[src/numbat_ctrl_pkg.sv]
//**********************************************************
// Widths, register map and packed types shared by the host
// register block and the engine side of the chess searcher.
//**********************************************************

package numbat_ctrl_pkg;

   localparam int BOARD_WIDTH       = 256;
   localparam int CTRL_DATA_WIDTH   = 128;
   localparam int CTRL_STROBE_WIDTH = 16;
   localparam int CTRL_ADDR_WIDTH   = 18;
   localparam int REG_INDEX_WIDTH   = 14; // byte address without low 4 bits
   localparam int EVAL_WIDTH        = 24;
   localparam int MOVE_INDEX_WIDTH  = 7;
   localparam int HALF_MOVE_WIDTH   = 7;
   localparam int UCI_WIDTH         = 16;

   localparam logic [REG_INDEX_WIDTH-1:0] REG_CONTROL       = 14'd0;
   localparam logic [REG_INDEX_WIDTH-1:0] REG_MOVE_INDEX    = 14'd1;
   localparam logic [REG_INDEX_WIDTH-1:0] REG_POSITION      = 14'd2;
   localparam logic [REG_INDEX_WIDTH-1:0] REG_HALF_MOVE     = 14'd3;
   localparam logic [REG_INDEX_WIDTH-1:0] REG_QUIESCENCE    = 14'd4;
   localparam logic [REG_INDEX_WIDTH-1:0] REG_BOARD_LO      = 14'd8;
   localparam logic [REG_INDEX_WIDTH-1:0] REG_BOARD_HI      = 14'd9;
   localparam logic [REG_INDEX_WIDTH-1:0] REG_MOVE_POSITION = 14'd133;
   localparam logic [REG_INDEX_WIDTH-1:0] REG_MOVE_EVAL     = 14'd134;
   localparam logic [REG_INDEX_WIDTH-1:0] REG_MOVE_COUNT    = 14'd135;
   localparam logic [REG_INDEX_WIDTH-1:0] REG_ROOT_EVAL     = 14'd136;
   localparam logic [REG_INDEX_WIDTH-1:0] REG_MOVE_UCI      = 14'd139;
   localparam logic [REG_INDEX_WIDTH-1:0] REG_TRANS_STATUS  = 14'd512;
   localparam logic [REG_INDEX_WIDTH-1:0] REG_TRANS_EVAL    = 14'd514;
   localparam logic [REG_INDEX_WIDTH-1:0] REG_TRANS_CMD     = 14'd520;
   localparam logic [REG_INDEX_WIDTH-1:0] REG_TRANS_ARG     = 14'd521;

   typedef logic [BOARD_WIDTH-1:0] board_t;

   typedef struct packed {
      logic       white_to_move;
      logic [3:0] castle_mask;
      logic [3:0] en_passant_col;
   } position_t;

   // board words use the byte lanes, every other register the low word
   typedef union packed {
      logic [CTRL_STROBE_WIDTH-1:0][7:0] lanes;
      struct packed {
         logic [CTRL_DATA_WIDTH-33:0] upper;
         logic [31:0]                 word;
      } reg32;
   } ctrl_word_t;

   typedef struct packed {
      logic                         en;
      logic [CTRL_STROBE_WIDTH-1:0] we;
      logic [CTRL_ADDR_WIDTH-1:0]   addr;
      ctrl_word_t                   din;
   } ctrl_req_t;

   typedef struct packed {
      logic                        new_board_valid;
      logic                        clear_moves;
      logic                        quiescence;
      logic                        soft_reset;
      logic [MOVE_INDEX_WIDTH-1:0] move_index;
      logic [HALF_MOVE_WIDTH-1:0]  half_move;
      position_t                   position;
   } search_cmd_t;

   typedef struct packed {
      logic [7:0]                   depth;
      logic                         clear;
      logic                         hash_only;
      logic [1:0]                   flag;
      logic                         store;
      logic                         lookup;
      logic                         capture;
      logic signed [EVAL_WIDTH-1:0] eval;
   } trans_cmd_t;

   typedef struct packed {
      logic                         capture;
      logic                         collision;
      logic [7:0]                   depth;
      logic [1:0]                   flag;
      logic                         entry_valid;
      logic                         idle;
      logic signed [EVAL_WIDTH-1:0] eval;
   } trans_status_t;

   typedef struct packed {
      logic                         mate;
      logic                         stalemate;
      logic                         thrice_rep;
      logic                         fifty_move;
      logic                         insufficient;
      logic                         check;
      logic signed [EVAL_WIDTH-1:0] eval; // root node eval
   } root_status_t;

   typedef struct packed {
      logic                         idle;
      logic                         moves_ready; // all moves generated
      logic                         move_ready;  // indexed move valid
      logic [MOVE_INDEX_WIDTH-1:0]  move_count;
      logic signed [EVAL_WIDTH-1:0] eval;
      logic [UCI_WIDTH-1:0]         uci;
      position_t                    position;
   } movegen_status_t;

endpackage

[src/board_load_regs.sv]
//**********************************************************
// Holds the 256-bit board, loaded as two byte-strobed words.
//**********************************************************
`timescale 1ns/1ps

module board_load_regs
  (
   input  logic                                            clk,
   input  logic                                            reset,
   input  logic                                            lo_wr,
   input  logic                                            hi_wr,
   input  logic [numbat_ctrl_pkg::CTRL_STROBE_WIDTH-1:0]   we,
   input  numbat_ctrl_pkg::ctrl_word_t                     din,
   output numbat_ctrl_pkg::board_t                         board
   );

   import numbat_ctrl_pkg::*;

   always_ff @(posedge clk)
   begin
      if (reset)
         board <= '0;
      else if (lo_wr || hi_wr)
      begin
         for (int lane = 0; lane < CTRL_STROBE_WIDTH; lane++)
         begin
            if (we[lane])
            begin
               if (hi_wr)
                  board[CTRL_DATA_WIDTH + lane * 8 +: 8] <= din.lanes[lane]; // upper half
               else
                  board[lane * 8 +: 8] <= din.lanes[lane];
            end
         end
      end
   end

endmodule

[src/search_ctrl_regs.sv]
//**********************************************************
// Host-writable search and transposition table commands,
// updated from the low 32-bit view of a register write.
//**********************************************************
`timescale 1ns/1ps

module search_ctrl_regs
  (
   input  logic                                          clk,
   input  logic                                          reset,
   input  logic                                          reg_wr,
   input  logic [numbat_ctrl_pkg::REG_INDEX_WIDTH-1:0]   reg_index,
   input  numbat_ctrl_pkg::ctrl_word_t                   din,
   output numbat_ctrl_pkg::search_cmd_t                  search_cmd,
   output numbat_ctrl_pkg::trans_cmd_t                   trans_cmd
   );

   import numbat_ctrl_pkg::*;

   logic [31:0] word;

   assign word = din.reg32.word;

   always_ff @(posedge clk)
   begin
      if (reset)
      begin
         search_cmd <= '0;
         trans_cmd  <= '0;
      end
      else if (reg_wr)
      begin
         case (reg_index)
            REG_CONTROL :
            begin
               search_cmd.new_board_valid <= word[0];
               search_cmd.clear_moves     <= word[1];
               search_cmd.soft_reset      <= word[31];
            end
            REG_MOVE_INDEX :
               search_cmd.move_index <= word[MOVE_INDEX_WIDTH-1:0];
            REG_POSITION :
               search_cmd.position <= position_t'(word[$bits(position_t)-1:0]);
            REG_HALF_MOVE :
               search_cmd.half_move <= word[HALF_MOVE_WIDTH-1:0];
            REG_QUIESCENCE :
               search_cmd.quiescence <= word[0];
            REG_TRANS_CMD :
            begin
               trans_cmd.depth     <= word[15:8];
               trans_cmd.clear     <= word[5];
               trans_cmd.hash_only <= word[4];
               trans_cmd.flag      <= word[3:2];
               trans_cmd.store     <= word[1];
               trans_cmd.lookup    <= word[0];
            end
            REG_TRANS_ARG :
            begin
               trans_cmd.capture <= word[31];
               trans_cmd.eval    <= word[EVAL_WIDTH-1:0];
            end
            default :
            begin
               // other indices belong to the board or are read only
            end
         endcase
      end
   end

endmodule

[src/status_read_mux.sv]
//**********************************************************
// Registered host readback: formats one 32-bit word per
// index, shown on ctrl_dout one cycle after the address.
//**********************************************************
`timescale 1ns/1ps

module status_read_mux
  (
   input  logic                                          clk,
   input  logic                                          reset,
   input  logic [numbat_ctrl_pkg::REG_INDEX_WIDTH-1:0]   rd_index,
   input  numbat_ctrl_pkg::search_cmd_t                  search_cmd,
   input  numbat_ctrl_pkg::trans_cmd_t                   trans_cmd,
   input  numbat_ctrl_pkg::movegen_status_t              movegen_status,
   input  numbat_ctrl_pkg::root_status_t                 root_status,
   input  numbat_ctrl_pkg::trans_status_t                trans_status,
   output logic [numbat_ctrl_pkg::CTRL_DATA_WIDTH-1:0]   ctrl_dout
   );

   import numbat_ctrl_pkg::*;

   logic [31:0] rd_word;
   logic [31:0] dout_q;

   function automatic logic [31:0] sext_eval(input logic [EVAL_WIDTH-1:0] eval);
      return {{(32 - EVAL_WIDTH){eval[EVAL_WIDTH-1]}}, eval};
   endfunction

   always_comb
   begin
      rd_word = '0;
      case (rd_index)
         REG_CONTROL :
         begin
            rd_word[0]  = search_cmd.new_board_valid;
            rd_word[1]  = search_cmd.clear_moves;
            rd_word[2]  = movegen_status.moves_ready;
            rd_word[3]  = movegen_status.move_ready;
            rd_word[4]  = root_status.stalemate;
            rd_word[5]  = root_status.mate;
            rd_word[6]  = root_status.thrice_rep;
            rd_word[7]  = movegen_status.idle;
            rd_word[8]  = root_status.fifty_move;
            rd_word[9]  = root_status.insufficient;
            rd_word[10] = root_status.check;
            rd_word[31] = search_cmd.soft_reset;
         end
         REG_MOVE_INDEX    : rd_word = 32'(search_cmd.move_index);
         REG_POSITION      : rd_word = 32'(search_cmd.position);
         REG_HALF_MOVE     : rd_word = 32'(search_cmd.half_move);
         REG_QUIESCENCE    : rd_word = 32'(search_cmd.quiescence);
         REG_MOVE_POSITION : rd_word = 32'(movegen_status.position);
         REG_MOVE_EVAL     : rd_word = sext_eval(movegen_status.eval);
         REG_MOVE_COUNT    : rd_word = 32'(movegen_status.move_count);
         REG_ROOT_EVAL     : rd_word = sext_eval(root_status.eval);
         REG_MOVE_UCI      : // nibble spread, one gap bit per field
            rd_word = {12'b0, movegen_status.uci[15:12],
                       1'b0, movegen_status.uci[11:9],
                       1'b0, movegen_status.uci[8:6],
                       1'b0, movegen_status.uci[5:3],
                       1'b0, movegen_status.uci[2:0]};
         REG_TRANS_STATUS  :
            rd_word = {12'b0, trans_status.capture, trans_status.collision,
                       trans_status.depth, 4'b0, trans_status.flag, 2'b0,
                       trans_status.entry_valid, trans_status.idle};
         REG_TRANS_EVAL    : rd_word = sext_eval(trans_status.eval);
         REG_TRANS_CMD     :
            rd_word = {16'b0, trans_cmd.depth, 2'b0, trans_cmd.clear,
                       trans_cmd.hash_only, trans_cmd.flag,
                       trans_cmd.store, trans_cmd.lookup};
         REG_TRANS_ARG     : // eval zero extended here
            rd_word = {trans_cmd.capture, {(31 - EVAL_WIDTH){1'b0}}, trans_cmd.eval};
         default           : rd_word = '0;
      endcase
   end

   always_ff @(posedge clk)
   begin
      if (reset)
         dout_q <= '0;
      else
         dout_q <= rd_word;
   end

   assign ctrl_dout = {{(CTRL_DATA_WIDTH - 32){1'b0}}, dout_q};

endmodule

[src/numbat_control.sv]
//**********************************************************
// Host register block top: decodes the block-RAM style port
// and joins board loading, command registers and readback.
//**********************************************************
`timescale 1ns/1ps

module numbat_control
  (
   input  logic                                          clk,
   input  logic                                          reset,
   input  numbat_ctrl_pkg::ctrl_req_t                    ctrl_req,
   input  numbat_ctrl_pkg::movegen_status_t              movegen_status,
   input  numbat_ctrl_pkg::root_status_t                 root_status,
   input  numbat_ctrl_pkg::trans_status_t                trans_status,
   output logic [numbat_ctrl_pkg::CTRL_DATA_WIDTH-1:0]   ctrl_dout,
   output numbat_ctrl_pkg::board_t                       board,
   output numbat_ctrl_pkg::search_cmd_t                  search_cmd,
   output numbat_ctrl_pkg::trans_cmd_t                   trans_cmd
   );

   import numbat_ctrl_pkg::*;

   typedef struct packed {
      logic board_lo_wr;
      logic board_hi_wr;
      logic reg_wr;
   } wr_sel_t;

   logic                       wr_valid;
   logic [REG_INDEX_WIDTH-1:0] reg_index;
   wr_sel_t                    wr_sel;

   assign wr_valid  = ctrl_req.en && (ctrl_req.we != '0);
   assign reg_index = ctrl_req.addr[CTRL_ADDR_WIDTH-1:4]; // same index for reads

   assign wr_sel.board_lo_wr = wr_valid && (reg_index == REG_BOARD_LO);
   assign wr_sel.board_hi_wr = wr_valid && (reg_index == REG_BOARD_HI);
   assign wr_sel.reg_wr      = wr_valid && !wr_sel.board_lo_wr && !wr_sel.board_hi_wr;

   board_load_regs u_board_load_regs (
      .clk   (clk),
      .reset (reset),
      .lo_wr (wr_sel.board_lo_wr),
      .hi_wr (wr_sel.board_hi_wr),
      .we    (ctrl_req.we),
      .din   (ctrl_req.din),
      .board (board)
   );

   search_ctrl_regs u_search_ctrl_regs (
      .clk        (clk),
      .reset      (reset),
      .reg_wr     (wr_sel.reg_wr),
      .reg_index  (reg_index),
      .din        (ctrl_req.din),
      .search_cmd (search_cmd),
      .trans_cmd  (trans_cmd)
   );

   status_read_mux u_status_read_mux (
      .clk            (clk),
      .reset          (reset),
      .rd_index       (reg_index),
      .search_cmd     (search_cmd),
      .trans_cmd      (trans_cmd),
      .movegen_status (movegen_status),
      .root_status    (root_status),
      .trans_status   (trans_status),
      .ctrl_dout      (ctrl_dout)
   );

endmodule

[config.mk]
export PLATFORM = sky130hd
export DESIGN_NAME = numbat_control
export DESIGN_NICKNAME = d
export VERILOG_FILES = /design/src/numbat_ctrl_pkg.sv /design/src/board_load_regs.sv /design/src/search_ctrl_regs.sv /design/src/status_read_mux.sv /design/src/numbat_control.sv
export SDC_FILE = /design/constraint.sdc
export NUM_CORES = 1
export LEC_CHECK = 0
export BUFFER_PORTS_ARGS = -buffer_cell sky130_fd_sc_hd__buf_4
export CAP_MARGIN = 0
export CORE_AREA = 2 2 292 294
export CTS_BUF_LIST = sky130_fd_sc_hd__clkbuf_2
export DETAILED_ROUTE_END_ITERATION = 8
export DIE_AREA = 0 0 294 296
export HOLD_SLACK_MARGIN = 0.05
export PLACE_DENSITY = 0.47
export SLEW_MARGIN = 20
export SYNTH_ARGS = -nofsm -noshare
export SYNTH_HDL_FRONTEND = slang
export SYNTH_SLANG_ARGS = --single-unit
[constraint.sdc]
create_clock -name clk -period 1.9 [get_ports clk]
set_input_delay 0 -clock clk [delete_from_list [all_inputs] [get_ports clk]]
set_output_delay 0 -clock clk [all_outputs]
set_load 0.005 [all_outputs]
==> impl_metrics.tcl, run 1 <==
set metrics [dict create \
    outcome "aborted with a tool error" \
    stop_stage "clock tree synthesis (4_1_cts)" \
    error "[ERROR RSZ-0060] Max buffer count reached." \
    seq_area_frac_synth_pct 47.4 \
    die_y_um 296 \
    synth_edf_count 0 \
    start_util_pct 17.5 \
    yosysTopAreaCell "dfxtp_1" \
    synth_top_cell_area_share_pct 47.4 \
    ys_types 61 \
    postCtsSetupRepairBufs 1 \
    yosys_register_bits 348 \
    post_cts_resized 70 \
    fp.dieW_um 294 \
    cts_hold_buf 692 \
    synth_commonest_cells "dfxtp_1, nor2_1, mux2i_1, buf_4, nand2_1" \
    hpwl_um 55900 \
    io_buffers 641 \
    cts_root_buf "clkbuf_2" \
    yosysMostFrequentCell "dfxtp_1" \
    cts_inserted_buffers 100 \
    yosys-top-cells-area "dfxtp_1, mux2i_1, nor2_1, buf_4, nand4_2" \
    cts_sinks 348 \
    ios 742 \
    synthCells 1493 \
    synthArstFlopShare_pct 0 \
    avgSynthCellArea_sq_um 9.85 \
    syn_area_sq_mm 0.0147 \
    ctsHtreeMaxLevel 3 \
    fp-row-count 107 \
    clockBufferDepth 3 \
    routabilityCongestion 0.905 \
    yosysWarnings 0 \
    placed_cell_area_sq_mm 0.0219 \
    synth_ff_type "dfxtp_1" \
]
-- cell families after synthesis --
| family | after synthesis | share of synthesized area, % |
|---|---|---|
| buffers and inverters | 190 | 7.90 |
| flip-flops | 348 | 47.4 |
| other | 1 | 0.0255 |
| AND/OR/NAND/NOR | 499 | 16.4 |
| AO/OA/AOI/OAI | 140 | 6.76 |
| multiplexers | 315 | 21.6 |
-- through the flow --
stage	instances	setup slack, ns	util (%)
after detailed placement	3282	-0.306	26.0
after floorplan	1588	0.0240	-
after global placement	3282	-0.380	26.0
==> inputs of run 2 (changes only) <==
- CORE_AREA: 2 2 292 294 -> 2 2 285 287
- CTS_BUF_LIST: sky130_fd_sc_hd__clkbuf_2 -> default
- DIE_AREA: 0 0 294 296 -> 0 0 287 289
- HOLD_SLACK_MARGIN: 0.05 -> default
- PLACE_DENSITY: 0.47 -> default
- PLACE_DENSITY_LB_ADDON: default -> 0.15
- clock period: 1.9 -> 2.5 ns (I/O delays scaled with it)
==> run 2 against run 1 <==
The flow now finishes without violations. Synthesized area stayed put. Synthesized cell count is the same.
==> impl_metrics.tcl, run 2 <==
set metrics [dict create \
    largest_reg_flops 256 \
    wl_per_cell_um 20.6 \
    io_buffers 641 \
    clk_latency_ns 0.56 \
    synth_ff_type "dfxtp_1" \
    overflow 0 \
    yosysWarnings 0 \
    drt-vias-per-instance 4.16 \
    synth_commonest_cells "dfxtp_1, nor2_1, mux2i_1, buf_4, nand2_1" \
    clockBufferDepth 3 \
    setup_violations 0 \
    syn_area_sq_mm 0.0147 \
    cts_root_buf "clkbuf_16" \
    largest_register "u_board_load_regs.board" \
    min_period_over_period_pct 96.1 \
    path_cells "buf_4, or4_1, buf_4, nor3_4, buf_12, nand4_2, dlygate4sd3_1, mux2i_1, nor2_1" \
    area_growth_pct 66.8 \
    fin_nets 2679 \
    drv_cap 0 \
    hpwl_um 54800 \
    drtAntennaViolNets 0 \
    synth_edf_count 0 \
    fill_cells 8421 \
    hold_viol 0 \
    dp.cells 3178 \
    power.total_mw 13.2 \
    mostFrequentLayoutCell "buf_4" \
    slowest_delay_ns 0.74 \
    required_ns 2.94 \
    worst-path-max-fanout 32 \
    yosys-top-cells-area "dfxtp_1, mux2i_1, nor2_1, buf_4, nand4_2" \
    avgSynthCellArea_sq_um 9.85 \
    fin_cells 3483 \
    hold_path.class "in2reg" \
    design.die.area_sq_mm 0.0829 \
    yosysMostFrequentCell "dfxtp_1" \
    r2r_cells 6 \
    endpoint_kind "flip-flop" \
    clk_pin_slew_ns 0.06 \
    outcome "completed" \
    synth_top_cell_area_share_pct 47.4 \
    fin_util_pct 30.7 \
    start_util_pct 18.4 \
    fin_crit_ns 2.40 \
    fmax_ghz 0.416 \
    fin_area_sq_mm 0.0245 \
    drive_above_1_share_pct 34.8 \
    cts_inserted_buffers 45 \
    ios 742 \
    drv_slew 0 \
    cp_slowest_cell "dlygate4sd3_1" \
    cp_common_cell "buf_4" \
    antenna_found_initial 3 \
    largest_registers "u_board_load_regs.board (256), u_search_ctrl_regs.trans_cmd (39), u_search_ctrl_regs.search_cmd (27)" \
    synthCells 1493 \
    seq_area_frac_synth_pct 47.4 \
    ir_drop_mv 0.531 \
    yosysTopAreaCell "dfxtp_1" \
    clock_skew_ns 0.0159 \
    rsz0062_at_grt "false" \
    worst_slew_pin_slew_ns 0.693 \
    crit_type "in2reg" \
    postCtsSetupRepairBufs 0 \
    start_kind "primary input" \
    cts_sinks 348 \
    drtIter0Drc 708 \
    wirelength_um 71600 \
    grt_pass1_vias 15000 \
    drc 0 \
    placed_cell_area_sq_mm 0.0208 \
    tritoncts "yes" \
    vias 14500 \
    synthArstFlopShare_pct 0 \
    fp.dieW_um 287 \
    p_per_area_mw_per_mm2 540 \
    grt_usage_pct 16.3 \
    core_area_sq_mm 0.0799 \
    fp-row-count 104 \
    ys_types 61 \
    grt_max_degree 116 \
    seqCellArea_sq_mm 0.00697 \
    firstDrtPassIters 5 \
    multi_input_area_sq_mm 0.00702 \
    die_y_um 289 \
    leakage_nw 12.8 \
    relSlewSlack_pct 53.8 \
    yosys_register_bits 348 \
    ctsHtreeMaxLevel 2 \
    grt_pass1_wl_um 101000 \
    arrival_ns 2.84 \
    routabilityCongestion 0.864 \
    layout_common_cells "buf_4, dfxtp_1, nor2_1, mux2i_1, dlygate4sd3_1" \
    setup_tns_ns 0 \
    holdPathStages 5 \
]
## run 2: cell counts after synthesis
Identical to the previous run, type by type.
## run 2: routing by layer
metal | part of all wire, % | up-vias | GRT usage [%]
met4 | 2.4 | 0 | 4.45
met2 | 51 | 582 | 29.8
met5 | 0 | - | 0
li1 | - | 6855 | -
met1 | 39 | 6970 | 18.4
met3 | 7.6 | 95 | 4.46
## run 2: path summary, 6_finish.rpt
check	end	from	slack (ns)
setup reg to reg	u_status_read_mux.dout_q[2]$_SDFF_PP0_	u_search_ctrl_regs.search_cmd[18]$_SDFFE_PP0P_	0.14
hold / removal	u_board_load_regs.board[226]$_SDFFE_PP0P_	ctrl_req[158]	0.04
setup / recovery	u_board_load_regs.board[32]$_SDFFE_PP0P_	ctrl_req[143]	0.1
hold reg to reg	u_search_ctrl_regs.trans_cmd[1]$_SDFFE_PP0P_	u_search_ctrl_regs.trans_cmd[1]$_SDFFE_PP0P_	0.47
## run 2: power by group
group / total (mW) / leakage [nW] / internal [mW] / switching, mW
clock network: 6.67 / 0.732 / 4.05 / 2.62
logic: 1.03 / 9.30 / 0.542 / 0.487
registers: 5.55 / 2.80 / 5.55 / 0.0000712
## run 2: cell families after synthesis
logic type / after synthesis / synth area share (%)
AND/OR/NAND/NOR: 499 / 16.4
flip-flops: 348 / 47.4
multiplexers: 315 / 21.6
buffers and inverters: 190 / 7.90
AO/OA/AOI/OAI: 140 / 6.76
other: 1 / 0.0255
## run 2: layout make-up
class	count	share of cell area, %
sequential	348	28.4
antenna	1	0.0102
timing repair buffer	940	31.4
inverter	2	0.0306
clock buffer	70	5.39
tap	1060	5.41
clock inverter	12	0.739
multi-input combinational	1050	28.6
## run 2: critical path: cells and delay by family
family / cells / cell delay [ns]
buffers and inverters: 4 / 1.32
AND/OR/NAND/NOR: 4 / 1.29
multiplexers: 1 / 0.16
## run 2: what timing repair did
item,CTS,global route
endpoints found under the hold margin,348,0
gates resized for setup,0,5
endpoints found under the setup margin,0,20
hold buffers,222,0
## run 2: through the flow
step | hold WS, ns | setup slack, ns
2_1_floorplan | 0.140 | 0.509
3_3_place_gp | 0.239 | -0.319
3_5_place_dp | 0.247 | 0.00969
4_1_cts | 0.00200 | 0.0200
5_1_grt | 0.0317 | 0.00784
6_report | 0.0373 | 0.0967
No activity file was read; power rests on OpenSTA's default activity.
